**src/source/ao_periph_pkg.sv**
```systemverilog
/*
 * Always-on peripheral subsystem shared definitions.
 * Bus types, address map and register word offsets.
 */
package ao_periph_pkg;

  // Bus and register types
  typedef logic [31:0] ao_addr_t;
  typedef logic [31:0] ao_data_t;
  typedef logic [9:0]  ao_offset_t;
  typedef logic [2:0]  ao_sel_t;
  typedef logic [19:0] ao_page_t;

  // One-hot select bit positions
  localparam int unsigned SOC_CTRL_IDX  = 0;
  localparam int unsigned FAST_INTR_IDX = 1;
  localparam int unsigned GPIO_IDX      = 2;

  // 4 KiB windows, picked by address bits 31..12
  localparam ao_page_t SOC_CTRL_BASE_PAGE  = 20'h00000;
  localparam ao_page_t FAST_INTR_BASE_PAGE = 20'h00001;
  localparam ao_page_t GPIO_BASE_PAGE      = 20'h00002;

  // SoC control registers
  localparam ao_offset_t SOC_EXIT_VALID_OFS = 10'd0;
  localparam ao_offset_t SOC_EXIT_VALUE_OFS = 10'd1;
  localparam ao_offset_t SOC_BOOT_SEL_OFS   = 10'd2;

  // Fast interrupt controller registers
  localparam ao_offset_t FIC_PENDING_OFS = 10'd0;
  localparam ao_offset_t FIC_ENABLE_OFS  = 10'd1;

  // GPIO registers
  localparam ao_offset_t GPIO_OUT_OFS     = 10'd0;
  localparam ao_offset_t GPIO_EN_OFS      = 10'd1;
  localparam ao_offset_t GPIO_IN_OFS      = 10'd2;
  localparam ao_offset_t GPIO_INTR_EN_OFS = 10'd3;

  // Default peripheral widths, valid from 1 to 32
  localparam int unsigned GPIO_NUM_DEFAULT      = 8;
  localparam int unsigned FAST_INTR_NUM_DEFAULT = 16;

endpackage : ao_periph_pkg

```
**src/source/ao_periph_decode.sv**
```systemverilog
/*
 * Always-on bus request decoder.
 * Registers one request and splits it into per-peripheral strobes.
 */
`timescale 1ns/1ps

module ao_periph_decode (
  input  logic                   clk_i,
  input  logic                   rst_n_i,
  input  logic                   req_i,
  input  logic                   we_i,
  input  ao_periph_pkg::ao_addr_t addr_i,
  input  ao_periph_pkg::ao_data_t wdata_i,
  output ao_periph_pkg::ao_sel_t  wr_sel_o,
  output ao_periph_pkg::ao_sel_t  rd_sel_o,
  output ao_periph_pkg::ao_offset_t offset_o,
  output ao_periph_pkg::ao_data_t wdata_o,
  output logic                   rsp_pending_o,
  output logic                   err_o
);

  ao_periph_pkg::ao_page_t   page;
  ao_periph_pkg::ao_sel_t    sel_d;
  ao_periph_pkg::ao_sel_t    sel_q;
  logic                      req_q;
  logic                      we_q;
  logic                      err_q;
  ao_periph_pkg::ao_offset_t offset_q;
  ao_periph_pkg::ao_data_t   wdata_q;

  // Window match on the upper address bits
  assign page = addr_i[31:12];

  always_comb begin
    sel_d = '0;
    sel_d[ao_periph_pkg::SOC_CTRL_IDX]  = (page == ao_periph_pkg::SOC_CTRL_BASE_PAGE);
    sel_d[ao_periph_pkg::FAST_INTR_IDX] = (page == ao_periph_pkg::FAST_INTR_BASE_PAGE);
    sel_d[ao_periph_pkg::GPIO_IDX]      = (page == ao_periph_pkg::GPIO_BASE_PAGE);
  end

  always_ff @(posedge clk_i) begin
    if (!rst_n_i) begin
      req_q <= 1'b0;
      we_q  <= 1'b0;
      sel_q <= '0;
      err_q <= 1'b0;
    end else begin
      req_q <= req_i;
      we_q  <= we_i;
      sel_q <= req_i ? sel_d : '0;
      // No window hit means an error response
      err_q <= req_i && (sel_d == '0);
    end
  end

  // Payload only follows a live request
  always_ff @(posedge clk_i) begin
    if (req_i) begin
      offset_q <= addr_i[11:2];
      wdata_q  <= wdata_i;
    end
  end

  assign wr_sel_o      = sel_q & {3{req_q & we_q}};
  assign rd_sel_o      = sel_q & {3{req_q & ~we_q}};
  assign offset_o      = offset_q;
  assign wdata_o       = wdata_q;
  assign rsp_pending_o = req_q;
  assign err_o         = err_q;

endmodule : ao_periph_decode

```
**src/source/soc_ctrl_regs.sv**
```systemverilog
/*
 * SoC control registers.
 * Exit flag and exit value for the host, boot select status.
 */
`timescale 1ns/1ps

module soc_ctrl_regs (
  input  logic                      clk_i,
  input  logic                      rst_n_i,
  input  logic                      wr_en_i,
  input  ao_periph_pkg::ao_offset_t offset_i,
  input  ao_periph_pkg::ao_data_t   wdata_i,
  input  logic                      boot_select_i,
  output ao_periph_pkg::ao_data_t   rdata_o,
  output logic                      exit_valid_o,
  output ao_periph_pkg::ao_data_t   exit_value_o
);

  logic                    exit_valid_q;
  ao_periph_pkg::ao_data_t exit_value_q;

  always_ff @(posedge clk_i) begin
    if (!rst_n_i) begin
      exit_valid_q <= 1'b0;
      exit_value_q <= '0;
    end else if (wr_en_i) begin
      if (offset_i == ao_periph_pkg::SOC_EXIT_VALID_OFS) begin
        exit_valid_q <= wdata_i[0];
      end
      if (offset_i == ao_periph_pkg::SOC_EXIT_VALUE_OFS) begin
        exit_value_q <= wdata_i;
      end
    end
  end

  // Read side, unknown offsets give zero
  always_comb begin
    rdata_o = '0;
    case (offset_i)
      ao_periph_pkg::SOC_EXIT_VALID_OFS: begin
        rdata_o[0] = exit_valid_q;
      end
      ao_periph_pkg::SOC_EXIT_VALUE_OFS: begin
        rdata_o = exit_value_q;
      end
      ao_periph_pkg::SOC_BOOT_SEL_OFS: begin
        rdata_o[0] = boot_select_i;
      end
      default: begin
        rdata_o = '0;
      end
    endcase
  end

  assign exit_valid_o = exit_valid_q;
  assign exit_value_o = exit_value_q;

endmodule : soc_ctrl_regs

```
**src/source/fast_intr_ctrl.sv**
```systemverilog
/*
 * Fast interrupt controller.
 * Sticky pending bits with write-one-to-clear and per-line enables.
 */
`timescale 1ns/1ps

module fast_intr_ctrl #(
  parameter int unsigned FAST_INTR_NUM = ao_periph_pkg::FAST_INTR_NUM_DEFAULT
) (
  input  logic                      clk_i,
  input  logic                      rst_n_i,
  input  logic                      wr_en_i,
  input  ao_periph_pkg::ao_offset_t offset_i,
  input  ao_periph_pkg::ao_data_t   wdata_i,
  input  logic [FAST_INTR_NUM-1:0]  fast_intr_i,
  output ao_periph_pkg::ao_data_t   rdata_o,
  output logic [FAST_INTR_NUM-1:0]  fast_intr_o
);

  logic [FAST_INTR_NUM-1:0] pending_q;
  logic [FAST_INTR_NUM-1:0] enable_q;
  logic [FAST_INTR_NUM-1:0] clear;

  // Write-one-to-clear mask on PENDING
  assign clear = (wr_en_i && offset_i == ao_periph_pkg::FIC_PENDING_OFS) ?
                 wdata_i[FAST_INTR_NUM-1:0] : '0;

  always_ff @(posedge clk_i) begin
    if (!rst_n_i) begin
      pending_q <= '0;
      enable_q  <= '0;
    end else begin
      // A live input beats a clear in the same cycle
      pending_q <= (pending_q & ~clear) | fast_intr_i;
      if (wr_en_i && offset_i == ao_periph_pkg::FIC_ENABLE_OFS) begin
        enable_q <= wdata_i[FAST_INTR_NUM-1:0];
      end
    end
  end

  always_comb begin
    rdata_o = '0;
    case (offset_i)
      ao_periph_pkg::FIC_PENDING_OFS: begin
        rdata_o[FAST_INTR_NUM-1:0] = pending_q;
      end
      ao_periph_pkg::FIC_ENABLE_OFS: begin
        rdata_o[FAST_INTR_NUM-1:0] = enable_q;
      end
      default: begin
        rdata_o = '0;
      end
    endcase
  end

  assign fast_intr_o = pending_q & enable_q;

endmodule : fast_intr_ctrl

```
**src/source/gpio_ao.sv**
```systemverilog
/*
 * Always-on GPIO block.
 * Output and output-enable registers, synchronized inputs, level interrupts.
 */
`timescale 1ns/1ps

module gpio_ao #(
  parameter int unsigned GPIO_NUM = ao_periph_pkg::GPIO_NUM_DEFAULT
) (
  input  logic                      clk_i,
  input  logic                      rst_n_i,
  input  logic                      wr_en_i,
  input  ao_periph_pkg::ao_offset_t offset_i,
  input  ao_periph_pkg::ao_data_t   wdata_i,
  input  logic [GPIO_NUM-1:0]       cio_gpio_i,
  output ao_periph_pkg::ao_data_t   rdata_o,
  output logic [GPIO_NUM-1:0]       cio_gpio_o,
  output logic [GPIO_NUM-1:0]       cio_gpio_en_o,
  output logic [GPIO_NUM-1:0]       intr_gpio_o
);

  logic [GPIO_NUM-1:0] out_q;
  logic [GPIO_NUM-1:0] en_q;
  logic [GPIO_NUM-1:0] intr_en_q;
  logic [GPIO_NUM-1:0] in_meta_q;
  logic [GPIO_NUM-1:0] in_sync_q;

  // Software visible registers
  always_ff @(posedge clk_i) begin
    if (!rst_n_i) begin
      out_q     <= '0;
      en_q      <= '0;
      intr_en_q <= '0;
    end else if (wr_en_i) begin
      case (offset_i)
        ao_periph_pkg::GPIO_OUT_OFS: begin
          out_q <= wdata_i[GPIO_NUM-1:0];
        end
        ao_periph_pkg::GPIO_EN_OFS: begin
          en_q <= wdata_i[GPIO_NUM-1:0];
        end
        ao_periph_pkg::GPIO_INTR_EN_OFS: begin
          intr_en_q <= wdata_i[GPIO_NUM-1:0];
        end
        default: begin
          // IN is read-only
        end
      endcase
    end
  end

  // Two-flop input synchronizer
  always_ff @(posedge clk_i) begin
    if (!rst_n_i) begin
      in_meta_q <= '0;
      in_sync_q <= '0;
    end else begin
      in_meta_q <= cio_gpio_i;
      in_sync_q <= in_meta_q;
    end
  end

  always_comb begin
    rdata_o = '0;
    case (offset_i)
      ao_periph_pkg::GPIO_OUT_OFS:     rdata_o[GPIO_NUM-1:0] = out_q;
      ao_periph_pkg::GPIO_EN_OFS:      rdata_o[GPIO_NUM-1:0] = en_q;
      ao_periph_pkg::GPIO_IN_OFS:      rdata_o[GPIO_NUM-1:0] = in_sync_q;
      ao_periph_pkg::GPIO_INTR_EN_OFS: rdata_o[GPIO_NUM-1:0] = intr_en_q;
      default:                         rdata_o = '0;
    endcase
  end

  assign cio_gpio_o    = out_q;
  assign cio_gpio_en_o = en_q;
  // Level interrupt, held as long as the pin stays high
  assign intr_gpio_o   = in_sync_q & intr_en_q;

endmodule : gpio_ao

```
**src/source/ao_rsp_mux.sv**
```systemverilog
/*
 * Bus response stage.
 * Picks the read data of the addressed peripheral and registers the response.
 */
`timescale 1ns/1ps

module ao_rsp_mux (
  input  logic                    clk_i,
  input  logic                    rst_n_i,
  input  ao_periph_pkg::ao_sel_t  rd_sel_i,
  input  logic                    rsp_pending_i,
  input  logic                    err_i,
  input  ao_periph_pkg::ao_data_t soc_rdata_i,
  input  ao_periph_pkg::ao_data_t fic_rdata_i,
  input  ao_periph_pkg::ao_data_t gpio_rdata_i,
  output logic                    rsp_valid_o,
  output ao_periph_pkg::ao_data_t rdata_o,
  output logic                    error_o
);

  ao_periph_pkg::ao_data_t rdata_d;
  ao_periph_pkg::ao_data_t rdata_q;
  logic                    rsp_valid_q;
  logic                    error_q;

  // AND-OR select, zero for writes and errors since rd_sel is empty then
  always_comb begin
    rdata_d = '0;
    if (rd_sel_i[ao_periph_pkg::SOC_CTRL_IDX]) begin
      rdata_d = rdata_d | soc_rdata_i;
    end
    if (rd_sel_i[ao_periph_pkg::FAST_INTR_IDX]) begin
      rdata_d = rdata_d | fic_rdata_i;
    end
    if (rd_sel_i[ao_periph_pkg::GPIO_IDX]) begin
      rdata_d = rdata_d | gpio_rdata_i;
    end
  end

  always_ff @(posedge clk_i) begin
    if (!rst_n_i) begin
      rsp_valid_q <= 1'b0;
      error_q     <= 1'b0;
    end else begin
      rsp_valid_q <= rsp_pending_i;
      error_q     <= err_i;
    end
  end

  always_ff @(posedge clk_i) begin
    rdata_q <= rdata_d;
  end

  assign rsp_valid_o = rsp_valid_q;
  assign rdata_o     = rdata_q;
  assign error_o     = error_q;

endmodule : ao_rsp_mux

```
**src/source/ao_peripheral_subsystem.sv**
```systemverilog
/*
 * Always-on peripheral subsystem top level.
 * Decoder, SoC control, fast interrupts, GPIO and the response stage.
 */
`timescale 1ns/1ps

module ao_peripheral_subsystem #(
  parameter int unsigned GPIO_NUM      = ao_periph_pkg::GPIO_NUM_DEFAULT,
  parameter int unsigned FAST_INTR_NUM = ao_periph_pkg::FAST_INTR_NUM_DEFAULT
) (
  input  logic                     clk_i,
  input  logic                     rst_n_i,

  // System bus, one-cycle request and response
  input  logic                     bus_req_i,
  input  logic                     bus_we_i,
  input  ao_periph_pkg::ao_addr_t  bus_addr_i,
  input  ao_periph_pkg::ao_data_t  bus_wdata_i,
  output logic                     bus_rsp_valid_o,
  output ao_periph_pkg::ao_data_t  bus_rdata_o,
  output logic                     bus_error_o,

  // SoC control
  input  logic                     boot_select_i,
  output logic                     exit_valid_o,
  output ao_periph_pkg::ao_data_t  exit_value_o,

  // Fast interrupts
  input  logic [FAST_INTR_NUM-1:0] fast_intr_i,
  output logic [FAST_INTR_NUM-1:0] fast_intr_o,

  // GPIO
  input  logic [GPIO_NUM-1:0]      cio_gpio_i,
  output logic [GPIO_NUM-1:0]      cio_gpio_o,
  output logic [GPIO_NUM-1:0]      cio_gpio_en_o,
  output logic [GPIO_NUM-1:0]      intr_gpio_o
);

  ao_periph_pkg::ao_sel_t    wr_sel;
  ao_periph_pkg::ao_sel_t    rd_sel;
  ao_periph_pkg::ao_offset_t offset;
  ao_periph_pkg::ao_data_t   wdata;
  logic                      rsp_pending;
  logic                      dec_err;
  ao_periph_pkg::ao_data_t   soc_rdata;
  ao_periph_pkg::ao_data_t   fic_rdata;
  ao_periph_pkg::ao_data_t   gpio_rdata;

  ao_periph_decode ao_periph_decode_i (
    .clk_i,
    .rst_n_i,
    .req_i        (bus_req_i),
    .we_i         (bus_we_i),
    .addr_i       (bus_addr_i),
    .wdata_i      (bus_wdata_i),
    .wr_sel_o     (wr_sel),
    .rd_sel_o     (rd_sel),
    .offset_o     (offset),
    .wdata_o      (wdata),
    .rsp_pending_o(rsp_pending),
    .err_o        (dec_err)
  );

  soc_ctrl_regs soc_ctrl_regs_i (
    .clk_i,
    .rst_n_i,
    .wr_en_i      (wr_sel[ao_periph_pkg::SOC_CTRL_IDX]),
    .offset_i     (offset),
    .wdata_i      (wdata),
    .boot_select_i,
    .rdata_o      (soc_rdata),
    .exit_valid_o,
    .exit_value_o
  );

  fast_intr_ctrl #(
    .FAST_INTR_NUM(FAST_INTR_NUM)
  ) fast_intr_ctrl_i (
    .clk_i,
    .rst_n_i,
    .wr_en_i    (wr_sel[ao_periph_pkg::FAST_INTR_IDX]),
    .offset_i   (offset),
    .wdata_i    (wdata),
    .fast_intr_i,
    .rdata_o    (fic_rdata),
    .fast_intr_o
  );

  gpio_ao #(
    .GPIO_NUM(GPIO_NUM)
  ) gpio_ao_i (
    .clk_i,
    .rst_n_i,
    .wr_en_i      (wr_sel[ao_periph_pkg::GPIO_IDX]),
    .offset_i     (offset),
    .wdata_i      (wdata),
    .cio_gpio_i,
    .rdata_o      (gpio_rdata),
    .cio_gpio_o,
    .cio_gpio_en_o,
    .intr_gpio_o
  );

  ao_rsp_mux ao_rsp_mux_i (
    .clk_i,
    .rst_n_i,
    .rd_sel_i     (rd_sel),
    .rsp_pending_i(rsp_pending),
    .err_i        (dec_err),
    .soc_rdata_i  (soc_rdata),
    .fic_rdata_i  (fic_rdata),
    .gpio_rdata_i (gpio_rdata),
    .rsp_valid_o  (bus_rsp_valid_o),
    .rdata_o      (bus_rdata_o),
    .error_o      (bus_error_o)
  );

endmodule : ao_peripheral_subsystem

```
**config.mk**
```make
export PLATFORM = sky130hd
export DESIGN_NAME = ao_peripheral_subsystem
export DESIGN_NICKNAME = d
export VERILOG_FILES = /design/src/source/ao_periph_pkg.sv /design/src/source/ao_periph_decode.sv /design/src/source/soc_ctrl_regs.sv /design/src/source/fast_intr_ctrl.sv /design/src/source/gpio_ao.sv /design/src/source/ao_rsp_mux.sv /design/src/source/ao_peripheral_subsystem.sv
export SDC_FILE = /design/constraint.sdc
export NUM_CORES = 1
export LEC_CHECK = 0
export ABC_AREA = 1
export ABC_CLOCK_PERIOD_IN_PS = 1700
export BUFFER_PORTS_ARGS = -buffer_cell sky130_fd_sc_hd__buf_2
export CAP_MARGIN = 20
export CORE_AREA = 2 2 133 161
export DETAILED_ROUTE_END_ITERATION = 16
export DIE_AREA = 0 0 135 163
export GPL_TIMING_DRIVEN = 0
export PLACE_DENSITY = 0.66
export SYNTH_ARGS = -nofsm -noshare
export SYNTH_HDL_FRONTEND = slang
export SYNTH_HIERARCHICAL = 1
export SYNTH_SLANG_ARGS = --single-unit
export TNS_END_PERCENT = 30
```
**constraint.sdc**
```tcl
create_clock -name clk_i -period 1.7 [get_ports clk_i]
set_clock_uncertainty 0.05 [all_clocks]
set_input_delay 0.255 -clock clk_i [delete_from_list [all_inputs] [get_ports clk_i]]
set_output_delay 0.255 -clock clk_i [all_outputs]
set_load 0.02 [all_outputs]
```
# Word level (Yosys, flattened, before mapping)

Index checks and enable logic that the tools add are counted.

Flip-flop bits (word level): 187
Bits of input ports: 93
Output and inout port bits: 107
Logic and storage cells: 55

Equality and inequality tests: 5
Multiplexer cells: 8
Bitwise gates (word level): 12
Reductions and logical operators: 12

Operators with widths:

| kind                  | count |
|---|---|
| $mux W32              | 3 |
| $and A16 B16 Y16      | 2 |
| $or A32 B16 Y32       | 1 |
| $or A32 B8 Y32        | 1 |
| $pmux W16 S2          | 1 |
| $pmux W8 S4           | 1 |
| $mux W31              | 1 |
| $eq A10 B2 Y1 const B | 2 |
| $eq A20 B1 Y1 const B | 1 |
| $eq A20 B2 Y1 const B | 1 |
| $logic_not A20 Y1     | 1 |
| $mux W16              | 1 |
| $not A16 Y16          | 1 |
| $or A16 B16 Y16       | 1 |
| $reduce_and A2 Y1     | 6 |
| $eq A10 B1 Y1 const B | 1 |
| $logic_not A10 Y1     | 1 |
| $and A8 B8 Y8         | 1 |
| $and A3 B3 Y3         | 2 |
| $logic_and A1 B1 Y1   | 3 |
| $logic_not A3 Y1      | 1 |
| $pmux W1 S3           | 1 |
| $and A1 B1 Y1         | 2 |
| $not A1 Y1            | 1 |

# Longest topological paths before layout

Gate-level depths: netlist of run 1.

Word-level depth: 8
Depth in mapped cells: 10
Gate-level depth less buffers: 9

# By module

Netlist of run 1, hierarchy kept.

By module, submodules not included:

| module           | times used | cells each | area an instance (µm²) | seq. area each (µm²) |
|---|---|---|---|---|
| gpio_ao          | 1          | 370        | 2299.7                 | 800.8 |
| soc_ctrl_regs    | 1          | 332        | 1901.8                 | 660.6 |
| fast_intr_ctrl   | 1          | 285        | 1769.2                 | 640.6 |
| ao_periph_decode | 1          | 96         | 1574.0                 | 1381.3 |
| ao_rsp_mux       | 1          | 175        | 1287.5                 | 680.7 |

# Worst setup path after synthesis of run 1

OpenSTA, ideal clock, no wires.

Path type: reg2reg
Start: register ao_periph_decode_i.offset_q[1], in the netlist ao_periph_decode_i/offset_o[1]
End: register ao_rsp_mux_i.rdata_q[1], in the netlist ao_rsp_mux_i/rdata_o[1]
Setup time: 0.062 ns
Arrival time: 1.389 ns
Data required time: 1.588 ns
Slack: 0.200 ns
Cell stages (with the launch flop): 9
Buffers on the path: 1
Clock period less this slack: 1.500 ns
Cells stage by stage: edfxtp_1 > inv_1 > nand2_1 > nor2_4 > nand2_1 > clkbuf_1 > nor2_1 > nand2_1 > nand3_1

Word-level cells in the longest chain between the ends: 7
Elaborated cells between the ends (all ways): 12
Classes of those cells: 3 x eq/ne; 6 x mux; 2 x bitwise; 1 x reduce/logical

Ends and longest elaborated chain:

| element                           | RTL line                      | source |
|---|---|---|
| start: declaration                | ao_periph_decode.sv:28        | `ao_periph_pkg::ao_offset_t offset_q;` |
| start signal: assignment          | ao_periph_decode.sv:59        | `offset_q <= addr_i[11:2];` |
| $eq A10 B1 Y1 *                   | soc_ctrl_regs.sv:39           | `case (offset_i)` |
| $mux W31 *                        | soc_ctrl_regs.sv:39           |  |
| named net soc_rdata[1]            | ao_peripheral_subsystem.sv:45 | `ao_periph_pkg::ao_data_t soc_rdata;` |
| $mux W32 *                        | ao_rsp_mux.sv:29              | `if (rd_sel_i[ao_periph_pkg::SOC_CTRL_IDX]) begin` |
| $or A32 B16 Y32                   | ao_rsp_mux.sv:33              | `rdata_d = rdata_d \| fic_rdata_i;` |
| $mux W32 *                        | ao_rsp_mux.sv:32              | `if (rd_sel_i[ao_periph_pkg::FAST_INTR_IDX]) begin` |
| $or A32 B8 Y32                    | ao_rsp_mux.sv:36              | `rdata_d = rdata_d \| gpio_rdata_i;` |
| $mux W32 *                        | ao_rsp_mux.sv:35              | `if (rd_sel_i[ao_periph_pkg::GPIO_IDX]) begin` |
| named net ao_rsp_mux_i.rdata_d[1] | ao_rsp_mux.sv:21              | `ao_periph_pkg::ao_data_t rdata_d;` |
| end signal: assignment            | ao_rsp_mux.sv:51              | `rdata_q <= rdata_d;` |
| end: declaration                  | ao_rsp_mux.sv:22              | `ao_periph_pkg::ao_data_t rdata_q;` |

The timed path passes the listed nets; every way through them passes the cells marked *.
A chain may end at the register's enable or synchronous reset.

# Worst setup path after layout of run 1

Start: register ao_periph_decode_i.offset_q[0], in the netlist ao_periph_decode_i/offset_o[0]
End: register ao_rsp_mux_i.rdata_q[7], in the netlist ao_rsp_mux_i/rdata_o[7]

Elaborated cells between the ends (all ways): 12
Classes of those cells: 3 x eq/ne; 6 x mux; 2 x bitwise; 1 x reduce/logical

RTL lines:

| element                                     | RTL line                      | source |
|---|---|---|
| $eq A10 B2 Y1, or another cell as far along | gpio_ao.sv:65                 | `case (offset_i)` |
| $pmux W8 S4 *                               | gpio_ao.sv:65                 |  |
| named net gpio_rdata[7]                     | ao_peripheral_subsystem.sv:47 | `ao_periph_pkg::ao_data_t gpio_rdata;` |
| $or A32 B8 Y32 *                            | ao_rsp_mux.sv:36              |  |
| $mux W32 *                                  | ao_rsp_mux.sv:35              |  |
| named net ao_rsp_mux_i.rdata_d[7]           | ao_rsp_mux.sv:21              |  |

Marked as above.

==> results of run 1 <==
metrics by stage:
| stage | power (mW) | cells | cell area, µm² | hold slack, ns | TNS [ns] |
|---|---|---|---|---|---|
| 2_1_floorplan | 5.16 | 1296 | 8970 | 0.298 | 0 |
| 4_1_cts | 9.37 | 1860 | 11600 | 0.000589 | -0.225 |
| 3_5_place_dp | 5.42 | 1763 | 10300 | 0.350 | -25.94 |
| 3_3_place_gp | 5.41 | 1763 | 10300 | 0.343 | -24.40 |
| 6_report | 9.33 | 1866 | 11800 | 0.0144 | 0 |
| 5_1_grt | 9.65 | 1866 | 11800 | 0.00310 | -0.425 |
synth_stat cells, types with 2 or more instances:
cell type and n:
sky130_fd_sc_hd__a21oi_1 18, sky130_fd_sc_hd__nor2_4 4, sky130_fd_sc_hd__nand3_4 2, sky130_fd_sc_hd__edfxtp_1 42, sky130_fd_sc_hd__nand2_1 347, sky130_fd_sc_hd__nor2_1 157, sky130_fd_sc_hd__buf_6 4, sky130_fd_sc_hd__nand4_1 73
sky130_fd_sc_hd__dfxtp_1 145, sky130_fd_sc_hd__nor2_2 3, sky130_fd_sc_hd__buf_2 23, sky130_fd_sc_hd__nand3_1 85, sky130_fd_sc_hd__clkbuf_1 21, sky130_fd_sc_hd__conb_1 2, sky130_fd_sc_hd__buf_4 45, sky130_fd_sc_hd__o21ai_0 17
sky130_fd_sc_hd__inv_1 258, sky130_fd_sc_hd__buf_1 7, sky130_fd_sc_hd__nand3_2 2
state kept, by name (all words and copies together), names as in the netlist:
register / flops
gpio_ao_i/intr_en_q: 8
ao_rsp_mux_i/error_o: 1
ao_periph_decode_i/offset_o: 10
ao_periph_decode_i/sel_q: 3
soc_ctrl_regs_i/exit_valid_o: 1
ao_periph_decode_i/we_q: 1
ao_periph_decode_i/err_o: 1
ao_rsp_mux_i/rsp_valid_o: 1
fast_intr_ctrl_i/enable_q: 16
ao_rsp_mux_i/rdata_o: 32
gpio_ao_i/in_meta_q: 8
soc_ctrl_regs_i/exit_value_o: 32
ao_periph_decode_i/rsp_pending_o: 1
gpio_ao_i/in_sync_q: 8
fast_intr_ctrl_i/pending_q: 16
ao_periph_decode_i/wdata_o: 32
gpio_ao_i/cio_gpio_en_o: 8
gpio_ao_i/cio_gpio_o: 8
layout by cell type, fill, tap and decap left out, types with 2 or more instances in the layout:
| cell type | Yosys | layout |
|---|---|---|
| sky130_fd_sc_hd__buf_1 | 7 | 5 |
| sky130_fd_sc_hd__nor2_1 | 157 | 150 |
| sky130_fd_sc_hd__a21oi_1 | 18 | 18 |
| sky130_fd_sc_hd__clkbuf_4 | 0 | 9 |
| sky130_fd_sc_hd__nor2_4 | 4 | 5 |
| sky130_fd_sc_hd__o21ai_0 | 17 | 8 |
| sky130_fd_sc_hd__clkbuf_2 | 0 | 6 |
| sky130_fd_sc_hd__nand2_2 | 0 | 2 |
| sky130_fd_sc_hd__clkbuf_16 | 0 | 17 |
| sky130_fd_sc_hd__clkinv_2 | 0 | 3 |
| sky130_fd_sc_hd__nand3_2 | 2 | 3 |
| sky130_fd_sc_hd__buf_4 | 45 | 64 |
| sky130_fd_sc_hd__nand3_1 | 85 | 81 |
| sky130_fd_sc_hd__o21ai_1 | 0 | 8 |
| sky130_fd_sc_hd__nand3_4 | 2 | 5 |
| sky130_fd_sc_hd__buf_6 | 4 | 17 |
| sky130_fd_sc_hd__buf_2 | 23 | 207 |
| sky130_fd_sc_hd__nor2_2 | 3 | 9 |
| sky130_fd_sc_hd__clkbuf_1 | 21 | 9 |
| sky130_fd_sc_hd__buf_12 | 0 | 2 |
| sky130_fd_sc_hd__bufinv_16 | 0 | 2 |
| sky130_fd_sc_hd__nand4_1 | 73 | 73 |
| sky130_fd_sc_hd__inv_1 | 258 | 257 |
| sky130_fd_sc_hd__dlygate4sd3_1 | 0 | 51 |
| sky130_fd_sc_hd__clkinv_1 | 1 | 2 |
| sky130_fd_sc_hd__conb_1 | 2 | 40 |
| sky130_fd_sc_hd__edfxtp_1 | 42 | 42 |
| sky130_fd_sc_hd__dfxtp_1 | 145 | 145 |
| sky130_fd_sc_hd__nand2_1 | 347 | 345 |
| sky130_fd_sc_hd__clkinvlp_4 | 0 | 5 |
logic make-up after synthesis:
group | count (synthesis) | synth area share
and+or+nand+nor | 675 | 0.330
buffers and inverters | 359 | 0.178
DFF | 187 | 0.471
AOI/OAI and AO/OA | 35 | 0.0198
other | 2 | 0.000850
area by class of cell:
class / instances / area [µm²] / share of cell area
flip-flops and latches: 187 / 4160 / 0.354
multi-input cells: 750 / 3320 / 0.282
repair buffers: 268 / 1690 / 0.144
inverters: 259 / 973 / 0.0827
plain buffers: 100 / 718 / 0.0611
clock buffers: 20 / 437 / 0.0371
well taps: 270 / 338 / 0.0287
clock inverters: 12 / 124 / 0.0105
critical path, stage by stage, from the launching register on:
cell and delay, ns:
sky130_fd_sc_hd__edfxtp_1 0.49, sky130_fd_sc_hd__buf_6 0.19, sky130_fd_sc_hd__buf_4 0.14, sky130_fd_sc_hd__inv_2 0.06, sky130_fd_sc_hd__nor2_4 0.04, sky130_fd_sc_hd__buf_6 0.13, sky130_fd_sc_hd__nand3_1 0.07, sky130_fd_sc_hd__nand2_1 0.05
sky130_fd_sc_hd__inv_1 0.04, sky130_fd_sc_hd__nand2_1 0.08, sky130_fd_sc_hd__nand2_1 0.09, sky130_fd_sc_hd__nand3_2 0.09
per-layer routing:
metal,share of wire,GRT usage
met1,0.40,0.271
met4,0.028,0.0900
met5,0,0
met3,0.057,0.0398
met2,0.51,0.428
power breakdown:
part / leakage, nW / internal [mW] / switching [mW] / total [mW]
Clock: 0.258 / 2.15 / 1.67 / 3.82
Sequential: 1.59 / 4.68 / 0.107 / 4.79
Combinational: 4.40 / 0.345 / 0.369 / 0.714
Total: 6.25 / 7.18 / 2.15 / 9.33
worst max-delay path by stage:
stage	slack, ns	start	to	cells after the start
final	0.04	ao_periph_decode_i/offset_o[0]	ao_rsp_mux_i/rdata_o[7]	11
after global routing	-0.04	ao_periph_decode_i/offset_o[7]	ao_rsp_mux_i/rdata_o[6]	8
after CTS	-0.02	ao_periph_decode_i/rsp_pending_o	fast_intr_ctrl_i/enable_q[9]	7
after detailed placement	-0.52	ao_periph_decode_i/offset_o[0]	ao_rsp_mux_i/rdata_o[4]	7
after global placement	-0.53	ao_periph_decode_i/offset_o[0]	ao_rsp_mux_i/rdata_o[4]	7
after floorplan	0.20	ao_periph_decode_i/offset_o[1]	ao_rsp_mux_i/rdata_o[1]	8
repair_timing:
action	CTS	global route
buffers inserted	14	5
hold buffers	51	0
endpoints found under the hold margin	51	0
pin swaps	5	9
endpoints found under the setup margin	108	111
gates resized for setup	37	72
==> summary.md, run 1 <==
In this run the mean area of a mapped cell was 7.02 µm². The leakage dissipation was 6.25 nW; the number of maximum-capacitance violations was 0. The worst setup path is of the register to register kind. The placeable core region is 0.0206 mm². The final net count came out at 1,676.

The number of enable-type register cells in the synthesized netlist came out at 42. The area of the mapped netlist was 0.00883 mm²; the worst hold path stage count was 3. In this run the remaining antenna-violating nets after routing total 0.

Number of unique standard cell types used by synthesis: 22. The clock latency on the worst-skew pair came out at 0.43 ns. The tools report the number of ports placed on the die boundary as 200. Counting flops and latches in the post-synthesis netlist gives 187.

The ratio of cells with drive above 1 in the final layout was 0.226; the number of levels in the clock H-tree was 4. Final weighted congestion in routability-driven placement: 0.954. In the post-route analysis, the smallest setup slack over all paths is 0.0402 ns. The highest net fanout along the worst path was 7; the total global-route track usage was 0.234. The tools report the sequential element share of the synthesized area as 0.471.

In this run the critical register-to-register path is captured at ao_rsp_mux_i/rdata_o[7]. Counting cells, the worst reg-to-reg path comes to 11. The die covers 0.0220 mm². The repair_antennas step left the layout with diodes totalling 0. The startpoint identified for the worst hold timing path is fast_intr_i[11]. TritonCTS built the clock tree. For this run, the top clock speed supported by timing is 602 MHz. The count of warnings emitted by yosys is 6. The flow ran to the end, and the final reports show no timing, DRC or antenna violations. The area added between synthesis and finish works out to 33.2%. The period utilization was 0.976.

The setup slack of the worst register-to-register path is 0.04 ns, and the signal arrival time at the worst endpoint is 1.91 ns. The hold violation count in the final report came out at 0. The post-route core utilization was 0.571; the mean number of vias per cell was 4.62. The filler cells instantiated in the layout total 1,986. The final number of setup-violating endpoints was 0; the number of sinks on the clock net was 187. The final number of max-transition violations is 0, and the residual overflow from global routing is 0.

The first-pass GRT wire length was 39,800 µm. Overall die height: 163 µm. The tools report the number of buffers created by CTS as 17. The initialized floorplan defines 58 standard-cell rows. For this block, the initial DRC count from the detailed router was 517. Count of input and output buffers: 197. In this run the clock root is driven by a sky130_fd_sc_hd__clkbuf_16. STA classifies the critical path endpoint as a register. For the HPWL after detailed placement, the log shows 18,900 µm.

The number of antenna violations at the first check in global routing is 0, and the average routed wire per standard cell is 13.8 µm. By area the synthesized netlist is led by sky130_fd_sc_hd__dfxtp_1 33%, sky130_fd_sc_hd__nand2_1 15%, sky130_fd_sc_hd__edfxtp_1 14%. The area share of the leading cell type in the synthesized netlist works out to 0.329. The number of vias after detailed routing came out at 8,620. The number of global-route vias before repair was 8,051; the count of TritonRoute iterations in the first routing pass was 5.

The initial core utilization came out at 0.429. Setup repair after global routing could not meet its margin everywhere. The worst register-to-register path begins at ao_periph_decode_i/offset_o[0]. Synthesis produced a netlist whose cell count is 1,258.

The classification of the worst-slack hold path was primary input to register. The share of synthesized registers carrying an async set or reset works out to 0. Entering global routing, the biggest net connects 44 pins. No sink is reached through more buffers than the 2 on the longest clock path. Counting I/O delays and the setup requirement, the final critical path takes 1.66 ns.

Among all flip-flop cells after synthesis, the most frequent one is sky130_fd_sc_hd__dfxtp_1. Power per cell area: 793 mW/mm². The clock transition time at the flip-flop clock pins of the worst setup and hold paths was 0.07 ns. For the worst setup path, the data required time is 1.95 ns. The worst setup timing slack at the placement stage came out at -0.524 ns. The DRC violations left came out at 0.

The run gives 0.563 as the tightest slew margin relative to the limit. The tools report the worst hold endpoint as fast_intr_ctrl_i/pending_q[11]. The worst-case IR drop observed on VDD is 0.000722 V.

The biggest area contributor in the post-synthesis netlist is sky130_fd_sc_hd__dfxtp_1. Die boundary width: 135 µm. Kind of start point of the critical path: a register.

For this block, the routed nets add up to 25,700 µm of wire. For the pin with the worst max-slew slack, the measured transition is 0.653 ns.
Note: power is estimated with default switching activity, not from simulation.
==> inputs of run 2 (changes only) <==
--- a/config.mk
+++ b/config.mk
@@ -5,15 +5,14 @@
 export SDC_FILE = /design/constraint.sdc
 export NUM_CORES = 1
 export LEC_CHECK = 0
-export ABC_AREA = 1
 export ABC_CLOCK_PERIOD_IN_PS = 1700
 export BUFFER_PORTS_ARGS = -buffer_cell sky130_fd_sc_hd__buf_2
 export CAP_MARGIN = 20
-export CORE_AREA = 2 2 133 161
+export CORE_AREA = 2 2 126 153
 export DETAILED_ROUTE_END_ITERATION = 16
-export DIE_AREA = 0 0 135 163
+export DIE_AREA = 0 0 128 155
 export GPL_TIMING_DRIVEN = 0
-export PLACE_DENSITY = 0.66
+export PLACE_DENSITY = 0.67
 export SYNTH_ARGS = -nofsm -noshare
 export SYNTH_HDL_FRONTEND = slang
 export SYNTH_HIERARCHICAL = 1
==> summary.md, run 2 <==
Max-cap violations in this run came to 0. Yosys mapped a number of flops with a built-in enable equal to 42. At the pin with the least slew margin, the transition time is 0.645 ns.

The area share of the leading cell type in the synthesized netlist is 0.364, and the area of the mapped netlist is 0.00797 mm². The tools report the initial core utilization as 0.432. The number of cell instances on the worst register-to-register path came out at 6.

The most common cell in the synthesized netlist is sky130_fd_sc_hd__dfxtp_1. Area occupied by multi-input gates: 0.00330 mm². The remaining antenna violation count came out at 0. The kind of start point of the critical path is a register. The period utilization was 1.19. The power per cell area was 852 mW/mm². Tracing the worst setup path back leads to its startpoint at ao_periph_decode_i/offset_o[3]. The logs give 0.00942 mm² for the total cell area at the placement stage and 0.383 for the met2 global-route usage. The first global-routing pass estimated 33,300 µm of wire. The die is 128 µm wide. Row generation in the floorplan step produced 55 rows. The count of input and output buffers came out at 197. The congestion estimate from routability-driven global placement came to 0.773. The number of DRC violations after detailed-routing iteration 0 is 518. The logs give 0.522 for the sequential element share of the synthesized area and -0.330 ns for the setup slack of the critical path after layout. With fillers left out, the area of the finished cells amounts to 0.0111 mm².

Ranked by instance count, the synthesized netlist is headed by 145 x sky130_fd_sc_hd__dfxtp_1, 133 x sky130_fd_sc_hd__nand2_1, 90 x sky130_fd_sc_hd__mux2i_1. The tools report the tightest slew margin relative to the limit as 0.570. VDD sags by at most 0.000703 V.

The ratio of cells with drive above 1 in the final layout is 0.338. The design draws 9.47 mW. After the flow finishes, the layout carries non-filler instances totaling 1,338.

Along the worst hold path, the cell count comes to 3. In this run the clock root is driven by a sky130_fd_sc_hd__clkbuf_16. The critical path in this run is classified as register to register. The share of synthesized registers carrying an async set or reset was 0. Fill cells in the final layout number 1,558. After floorplanning, the core was sized to cover 0.0184 mm².

After synthesis the netlist holds a flip-flop and latch count of 187. The tools report the count of warnings emitted by yosys as 6. Before CTS, the worst setup slack after placement is -0.986 ns. The critical register-to-register path startpoint is ao_periph_decode_i/offset_o[3].

TritonCTS built the clock tree. After clock tree synthesis, the clock-pin slew on the worst setup and hold paths is 0.07 ns. Most common flop cell mapped by yosys: sky130_fd_sc_hd__dfxtp_1. The clock latency on the worst-skew pair was 0.43 ns. The worst hold path begins at bus_addr_i[12]. Leaving out fill and tap cells, the most frequent cells in the layout are 200 x sky130_fd_sc_hd__buf_2, 145 x sky130_fd_sc_hd__dfxtp_1, 133 x sky130_fd_sc_hd__nand2_1.

In this run, distinct cell masters in the synthesized netlist total 33. After detailed routing, the number of remaining DRC violations is 0. Setup repair after global routing could not meet its margin everywhere. Entering global routing, the biggest net connects 44 pins. The signal arrival time at the worst endpoint is 2.34 ns, and the number of vias after detailed routing is 6,519. The post-detailed-routing wire length was 22,500 µm.

Buffers inserted during clock tree synthesis total 17. The logs give 121 for the final number of setup-violating endpoints and 0.221 for the total global-route track usage. The average instance in the mapped netlist occupies 10.5 µm². After detailed routing, the average wire length per cell comes to 16.9 µm. The clock net in this run drives a total of 187 sinks. The run gives 0 as the hold violation count in the final report. The analysis attributes to cell leakage a power of 5.35 nW. The flow ran to the end, but the final reports show violations. The number of antenna violations at the first check in global routing came out at 2. The area added between synthesis and finish was 39.5%; the mean number of vias per cell was 4.87. The final number of max-transition violations is 0. Final net count: 1,189. The post-synthesis instance total is 758. At the worst endpoint, the required time is 2.01 ns.

The final sum of negative setup slack is -27.74 ns. Number of global-route vias before repair: 6,230. The first detailed-routing pass took 6 iterations. The number of placed instances, taps included, is 1,221.

The shortest clock period the worst path allows after layout came out at 2.03 ns. The most frequent standard cell in the layout excluding fill and tap cells was sky130_fd_sc_hd__buf_2. The tools report the global routing met1 resource utilization as 0.274. No sink is reached through more buffers than the 2 on the longest clock path. For the residual overflow from global routing, the log shows 0. The tools report the number of ports placed on the die boundary as 200. The most crowded layer after global routing was met2. The leading area contributor after synthesis was sky130_fd_sc_hd__dfxtp_1.

The tightest min-delay check is of the primary input to register type. By area the synthesized netlist is led by sky130_fd_sc_hd__dfxtp_1 36%, sky130_fd_sc_hd__edfxtp_1 16%, sky130_fd_sc_hd__mux2i_1 11%. The floorplan step defined a die boundary enclosing 0.0198 mm². Summing all flip-flop and latch instances after layout gives 0.00416 mm². The overall die height is 155 µm, and the highest net fanout along the worst path is 4. The worst setup path is captured at a register. The number of levels in the clock H-tree is 4, and the HPWL after detailed placement is 15,000 µm. The run gives 0.0512 as the met3 track demand over resource.

Static timing analysis puts the maximum clock frequency at 493 MHz. The checks that failed: setup timing.
==> run 2: cell count changes after synthesis, sizes merged, moves of 11 or more <==
cell,change
nor4,+13
and2,+79
a222oi,+32
a31oi,+16
nand4,-70
inv,-208
and3,+11
nand3,-88
a21oi,-18
nand2,-214
buf,-20
nor2,-146
mux2i,+90
==> run 2: area by class of cell <==
| class | count | area share |
|---|---|---|
| Tap cell | 228 | 0.0257 |
| Buffer | 81 | 0.0605 |
| Clock inverter | 13 | 0.0115 |
| Antenna cell | 1 | 0.000225 |
| Timing Repair Buffer | 282 | 0.172 |
| Inverter | 50 | 0.0169 |
| Multi-Input combinational cell | 477 | 0.297 |
| Clock buffer | 19 | 0.0418 |
| Sequential cell | 187 | 0.375 |
==> run 2: where the power goes <==
group	leakage (nW)	switching (mW)	total [mW]	internal, mW
clock network	0.295	1.81	4.00	2.19
logic	3.47	0.329	0.697	0.368
registers	1.59	0.0967	4.78	4.68
==> run 2: per-stage QoR <==
stage               hold WS (ns)  utilization
floorplan                  0.304            -
global placement           0.363        0.511
detailed placement         0.371        0.511
CTS                       0.0149        0.589
global route              0.0275        0.603
finish                    0.0328        0.603
==> run 2: path summary, 6_finish.rpt <==
check	end	slack [ns]
hold / removal	ao_periph_decode_i/sel_q[1]	0.03
setup / recovery	fast_intr_ctrl_i/enable_q[3]	-0.33
setup reg to reg	fast_intr_ctrl_i/enable_q[3]	-0.33
hold reg to reg	gpio_ao_i/in_sync_q[6]	0.38
==> run 2: what timing repair did <==
action | 4_1_cts | 5_1_grt
gates resized for setup | 52 | 20
hold buffers | 51 | 0
pin swaps | 31 | 12
gates cloned | 3 | 4
buffers inserted | 18 | 8
endpoints found under the setup margin | 121 | 121
endpoints found under the hold margin | 51 | 0
==> run 2: critical path, stage by stage, from the launching register on <==
cell                       delay [ns]
sky130_fd_sc_hd__edfxtp_1        0.42
sky130_fd_sc_hd__or4_4           0.58
sky130_fd_sc_hd__buf_6           0.14
sky130_fd_sc_hd__nor4_4          0.26
sky130_fd_sc_hd__buf_6           0.19
sky130_fd_sc_hd__buf_6           0.14
sky130_fd_sc_hd__mux2i_1         0.19
==> run 2: logic make-up after synthesis <==
family,count (synthesis),synth area share
AO/OA/AOI/OAI,66,0.0648
buffers and inverters,132,0.0922
flip-flops,187,0.522
multiplexers,98,0.136
other,2,0.000942
AND/OR/NAND/NOR,273,0.184
==> run 2: layer usage <==
metal,vias up,routed length [µm]
met2,216,11400
met4,0,389
met5,-,0
met3,24,1220
li1,3208,-
met1,3071,9550
==> inputs of run 3 (changes only) <==
--- a/config.mk
+++ b/config.mk
@@ -8,13 +8,12 @@
 export ABC_CLOCK_PERIOD_IN_PS = 1700
 export BUFFER_PORTS_ARGS = -buffer_cell sky130_fd_sc_hd__buf_2
 export CAP_MARGIN = 20
-export CORE_AREA = 2 2 126 153
+export CORE_AREA = 2 2 117 142
 export DETAILED_ROUTE_END_ITERATION = 16
-export DIE_AREA = 0 0 128 155
+export DIE_AREA = 0 0 119 144
 export GPL_TIMING_DRIVEN = 0
-export PLACE_DENSITY = 0.67
+export PLACE_DENSITY = 0.69
 export SYNTH_ARGS = -nofsm -noshare
 export SYNTH_HDL_FRONTEND = slang
-export SYNTH_HIERARCHICAL = 1
 export SYNTH_SLANG_ARGS = --single-unit
 export TNS_END_PERCENT = 30
==> summary.md, run 3 <==
The post-synthesis simple-gate area fraction is 0.174, and the area enclosed by the die boundary is 0.0171 mm². For the pin count of the biggest net entering global routing, the log shows 44. The worst setup path is captured at a register. The tools report the number of ports placed on the die boundary as 200.

The area of the mapped netlist was 0.00684 mm². The overall die height was 144 µm; the count of TritonRoute iterations in the first routing pass was 5. The run gives 0.431 as the initial core utilization. STA puts the critical path data arrival time at 2.50 ns. The number of levels in the clock H-tree was 4; the die boundary width was 119 µm. Synthesized-area fraction occupied by ao, oa, aoi and oai cells: 0.112. The final layout contains 998 nets. The shortest clock period the worst path allows after layout was 2.23 ns. The part of the total power dissipated in sequential elements came out at 0.519.

The internal power of the cells totals 7.11 mW. The switching power share of the total was 0.224; the timing-limited maximum frequency was 449 MHz. The tool flagged a number of max-cap violations equal to 0. The worst hold path belongs to the class primary input to register. By area the synthesized netlist is led by sky130_fd_sc_hd__dfxtp_1 42%, sky130_fd_sc_hd__edfxtp_1 18%, sky130_fd_sc_hd__and2_1 5.4%. The leading area contributor after synthesis is sky130_fd_sc_hd__dfxtp_1. The arithmetic-cell share of the synthesized area counting full adders, half adders and majority gates is 0, and the residual overflow from global routing is 0.

The congestion estimate from routability-driven global placement came to 0.798. The clock reaches the later pin of the worst-skew pair after 0.43 ns. The tools report the kind of start point of the critical path as a register. The mux cell area share after synthesis was 0.0644; the average routed wire per standard cell was 18.1 µm. Most frequent standard cell in the layout excluding fill and tap cells: sky130_fd_sc_hd__buf_2. Using the TritonRoute via totals, the vias-per-cell ratio works out to 5.11.

The tools report the fraction of power consumed by the clock network as 0.419. The most frequent cell after synthesis is sky130_fd_sc_hd__dfxtp_1. The clock passes through at most 2 buffers. The xor-xnor portion of the synthesized cell area came out at 0. The run finished, with violations left. The share of synthesized registers carrying an async set or reset was 0. The final reports fail on setup timing.

In this run, CTS created clock tree buffers numbering 17. The core region is 0.0159 mm². The ratio of cells with drive above 1 in the final layout is 0.423, and the tightest slew margin relative to the limit is 0.267.

Across all hold checks on the routed design, the worst slack comes to 0.0294 ns. The leakage dissipation was 4.30 nW; the number of antenna violations at the first check in global routing was 1. The number of nets handed over by synthesis was 706.

The number of unique standard cell types used by synthesis is 38. Synthesis handed over a netlist of 613 instances. The top cell types in the final layout, fill and taps aside, are 198 x sky130_fd_sc_hd__buf_2, 145 x sky130_fd_sc_hd__dfxtp_1, 59 x sky130_fd_sc_hd__and2_1. Data on the critical path is required at its endpoint by 1.97 ns.

The number of global-route vias before repair is 5,448, and the total global-route track usage is 0.228. The sequential element share of the synthesized area is 0.609. The logs give -0.527 ns for the setup slack of the critical path after layout and 0 for the count of warnings emitted by yosys. By area, the combinational part of the netlist is dominated by simple AND/OR/NAND/NOR gates.

The routed layout has 5,779 vias. During placement, the flow inserted port buffers numbering 196. A synthesized cell averages 11.2 µm². In the synthesized netlist the dominant register cell turns out to be sky130_fd_sc_hd__dfxtp_1. The commonest cells after synthesis are 145 x sky130_fd_sc_hd__dfxtp_1, 59 x sky130_fd_sc_hd__and2_1, 56 x sky130_fd_sc_hd__nand2_1, 56 x sky130_fd_sc_hd__nand3_1, 42 x sky130_fd_sc_hd__edfxtp_1.

For this block, the routed nets add up to 20,500 µm of wire. The number of enable-type register cells in the synthesized netlist was 42. The clock transition time at the flip-flop clock pins of the worst setup and hold paths was 0.07 ns; the HPWL after detailed placement was 13,000 µm. The initialized floorplan defines 51 standard-cell rows. TritonCTS built the clock tree. For this design the total switching power over the nets is 2.05 mW. Transition time of the tightest slew-check pin: 1.10 ns. The filler cells instantiated in the layout total 1,271. In this run the remaining antenna-violating nets after routing total 0. The power per cell area works out to 912 mW/mm². Top layer reached by signal wires: met4. The tools report the buffer cell driving the clock tree root as sky130_fd_sc_hd__clkbuf_16. For the worst flop-to-flop path, the logic depth is 6. The worst hold path stage count is 3, and the first-pass GRT wire length is 29,600 µm.

The first routing iteration left 422 violations. The detailed route wirelength on metal3 is 1220 µm, and the hold violation count in the final report is 0. Combinational group share of total power: 0.063. Along the worst path, the maximum fanout reaches 10.

IR analysis of the VDD net gives a maximum drop of 0.000639 V. The kind of critical path was register to register. Timing analysis after detailed placement gives a worst setup slack of -1.06 ns. The logs give 108 for the final number of setup-violating endpoints and 7940 µm for the post-route met1 wirelength. The met2 wire length came out at 10,600 µm. For this run, design rule violations remaining after detail routing come to 0. Setup repair after global routing could not meet its margin everywhere. The clock net in this run drives a total of 187 sinks. Flip-flop and latch count after synthesis: 187. From synthesis to final layout, the design area changed by 46.8%. The area share of the leading cell type in the synthesized netlist is 0.424. The period utilization works out to 1.31. The tools report the final number of max-transition violations as 0.
run 3: changes by cell type after synthesis, sizes merged, moves of 32 or more:
cell | before | now
nand3 | 1 | 64
buf | 59 | 20
nand2 | 133 | 56
o21ai | 16 | 96
a222oi | 32 | 0
mux2i | 90 | 26
run 3: power by group through the flow:
stage | Clock (mW) | Sequential (mW) | Combinational (mW)
after CTS | 3.88 | 4.75 | 0.539
final | 3.83 | 4.75 | 0.574
after floorplan | 0 | 4.82 | 0.210
after detailed placement | 0 | 4.84 | 0.416
after global routing | 4.09 | 4.76 | 0.622
after global placement | 0 | 4.84 | 0.412
run 3: cells by family (layout without fill, tap and decap cells):
family	Yosys count	count (layout)
multiplexers	34	34
AO/OA/AOI/OAI	121	121
buffers and inverters	59	364
AND/OR/NAND/NOR	212	212
flip-flops	187	187
other	0	1
run 3: repair_timing:
action,4_1_cts,5_1_grt
pin swaps,27,19
gates resized for setup,76,60
hold buffers,53,0
buffers inserted,15,5
cloned,1,5
setup endpoints to repair,120,113
hold endpoints to repair,53,0
run 3: layout make-up:
class / count / area, µm² / share of cell area
timing repair buffer: 275 / 1860 / 0.185
clock inverter: 12 / 121 / 0.0121
buffer: 37 / 374 / 0.0372
sequential: 187 / 4160 / 0.415
antenna: 1 / 2.50 / 0.000249
tap: 212 / 265 / 0.0264
clock buffer: 20 / 437 / 0.0435
inverter: 20 / 75.1 / 0.00747
multi-input combinational: 367 / 2740 / 0.273
run 3: per-layer routing:
| metal | GRT usage | up-vias |
|---|---|---|
| met5 | 0 | - |
| met4 | 0.0959 | 0 |
| met3 | 0.0497 | 42 |
| met2 | 0.400 | 229 |
| met1 | 0.272 | 2744 |
| li1 | - | 2764 |
run 3: final timing paths:
check	startpoint	slack, ns	end
setup / recovery	ao_periph_decode_i.offset_o[4]	-0.53	soc_ctrl_regs_i.exit_value_o[15]
hold / removal	fast_intr_i[6]	0.03	fast_intr_ctrl_i.pending_q[6]
setup reg to reg	ao_periph_decode_i.offset_o[4]	-0.53	soc_ctrl_regs_i.exit_value_o[15]
hold reg to reg	gpio_ao_i.in_meta_q[6]	0.38	gpio_ao_i.in_sync_q[6]
run 3: metrics by stage:
stage | cell area [µm²] | setup TNS (ns) | instances | power (mW) | utilization
floorplan | 6880 | -24.58 | 613 | 5.03 | -
global placement | 8130 | -66.84 | 1021 | 5.25 | 0.511
detailed placement | 8130 | -68.85 | 1021 | 5.26 | 0.511
CTS | 9620 | -32.97 | 1122 | 9.17 | 0.605
global route | 10000 | -40.99 | 1131 | 9.47 | 0.632
finish | 10000 | -36.14 | 1131 | 9.15 | 0.632
run 3: critical path, cell delays in order (launching register included):
cell	delay, ns
sky130_fd_sc_hd__edfxtp_1	0.40
sky130_fd_sc_hd__or4_4	0.60
sky130_fd_sc_hd__or4_4	0.59
sky130_fd_sc_hd__buf_12	0.18
sky130_fd_sc_hd__buf_12	0.14
sky130_fd_sc_hd__nand3_1	0.09
sky130_fd_sc_hd__o21ai_2	0.06
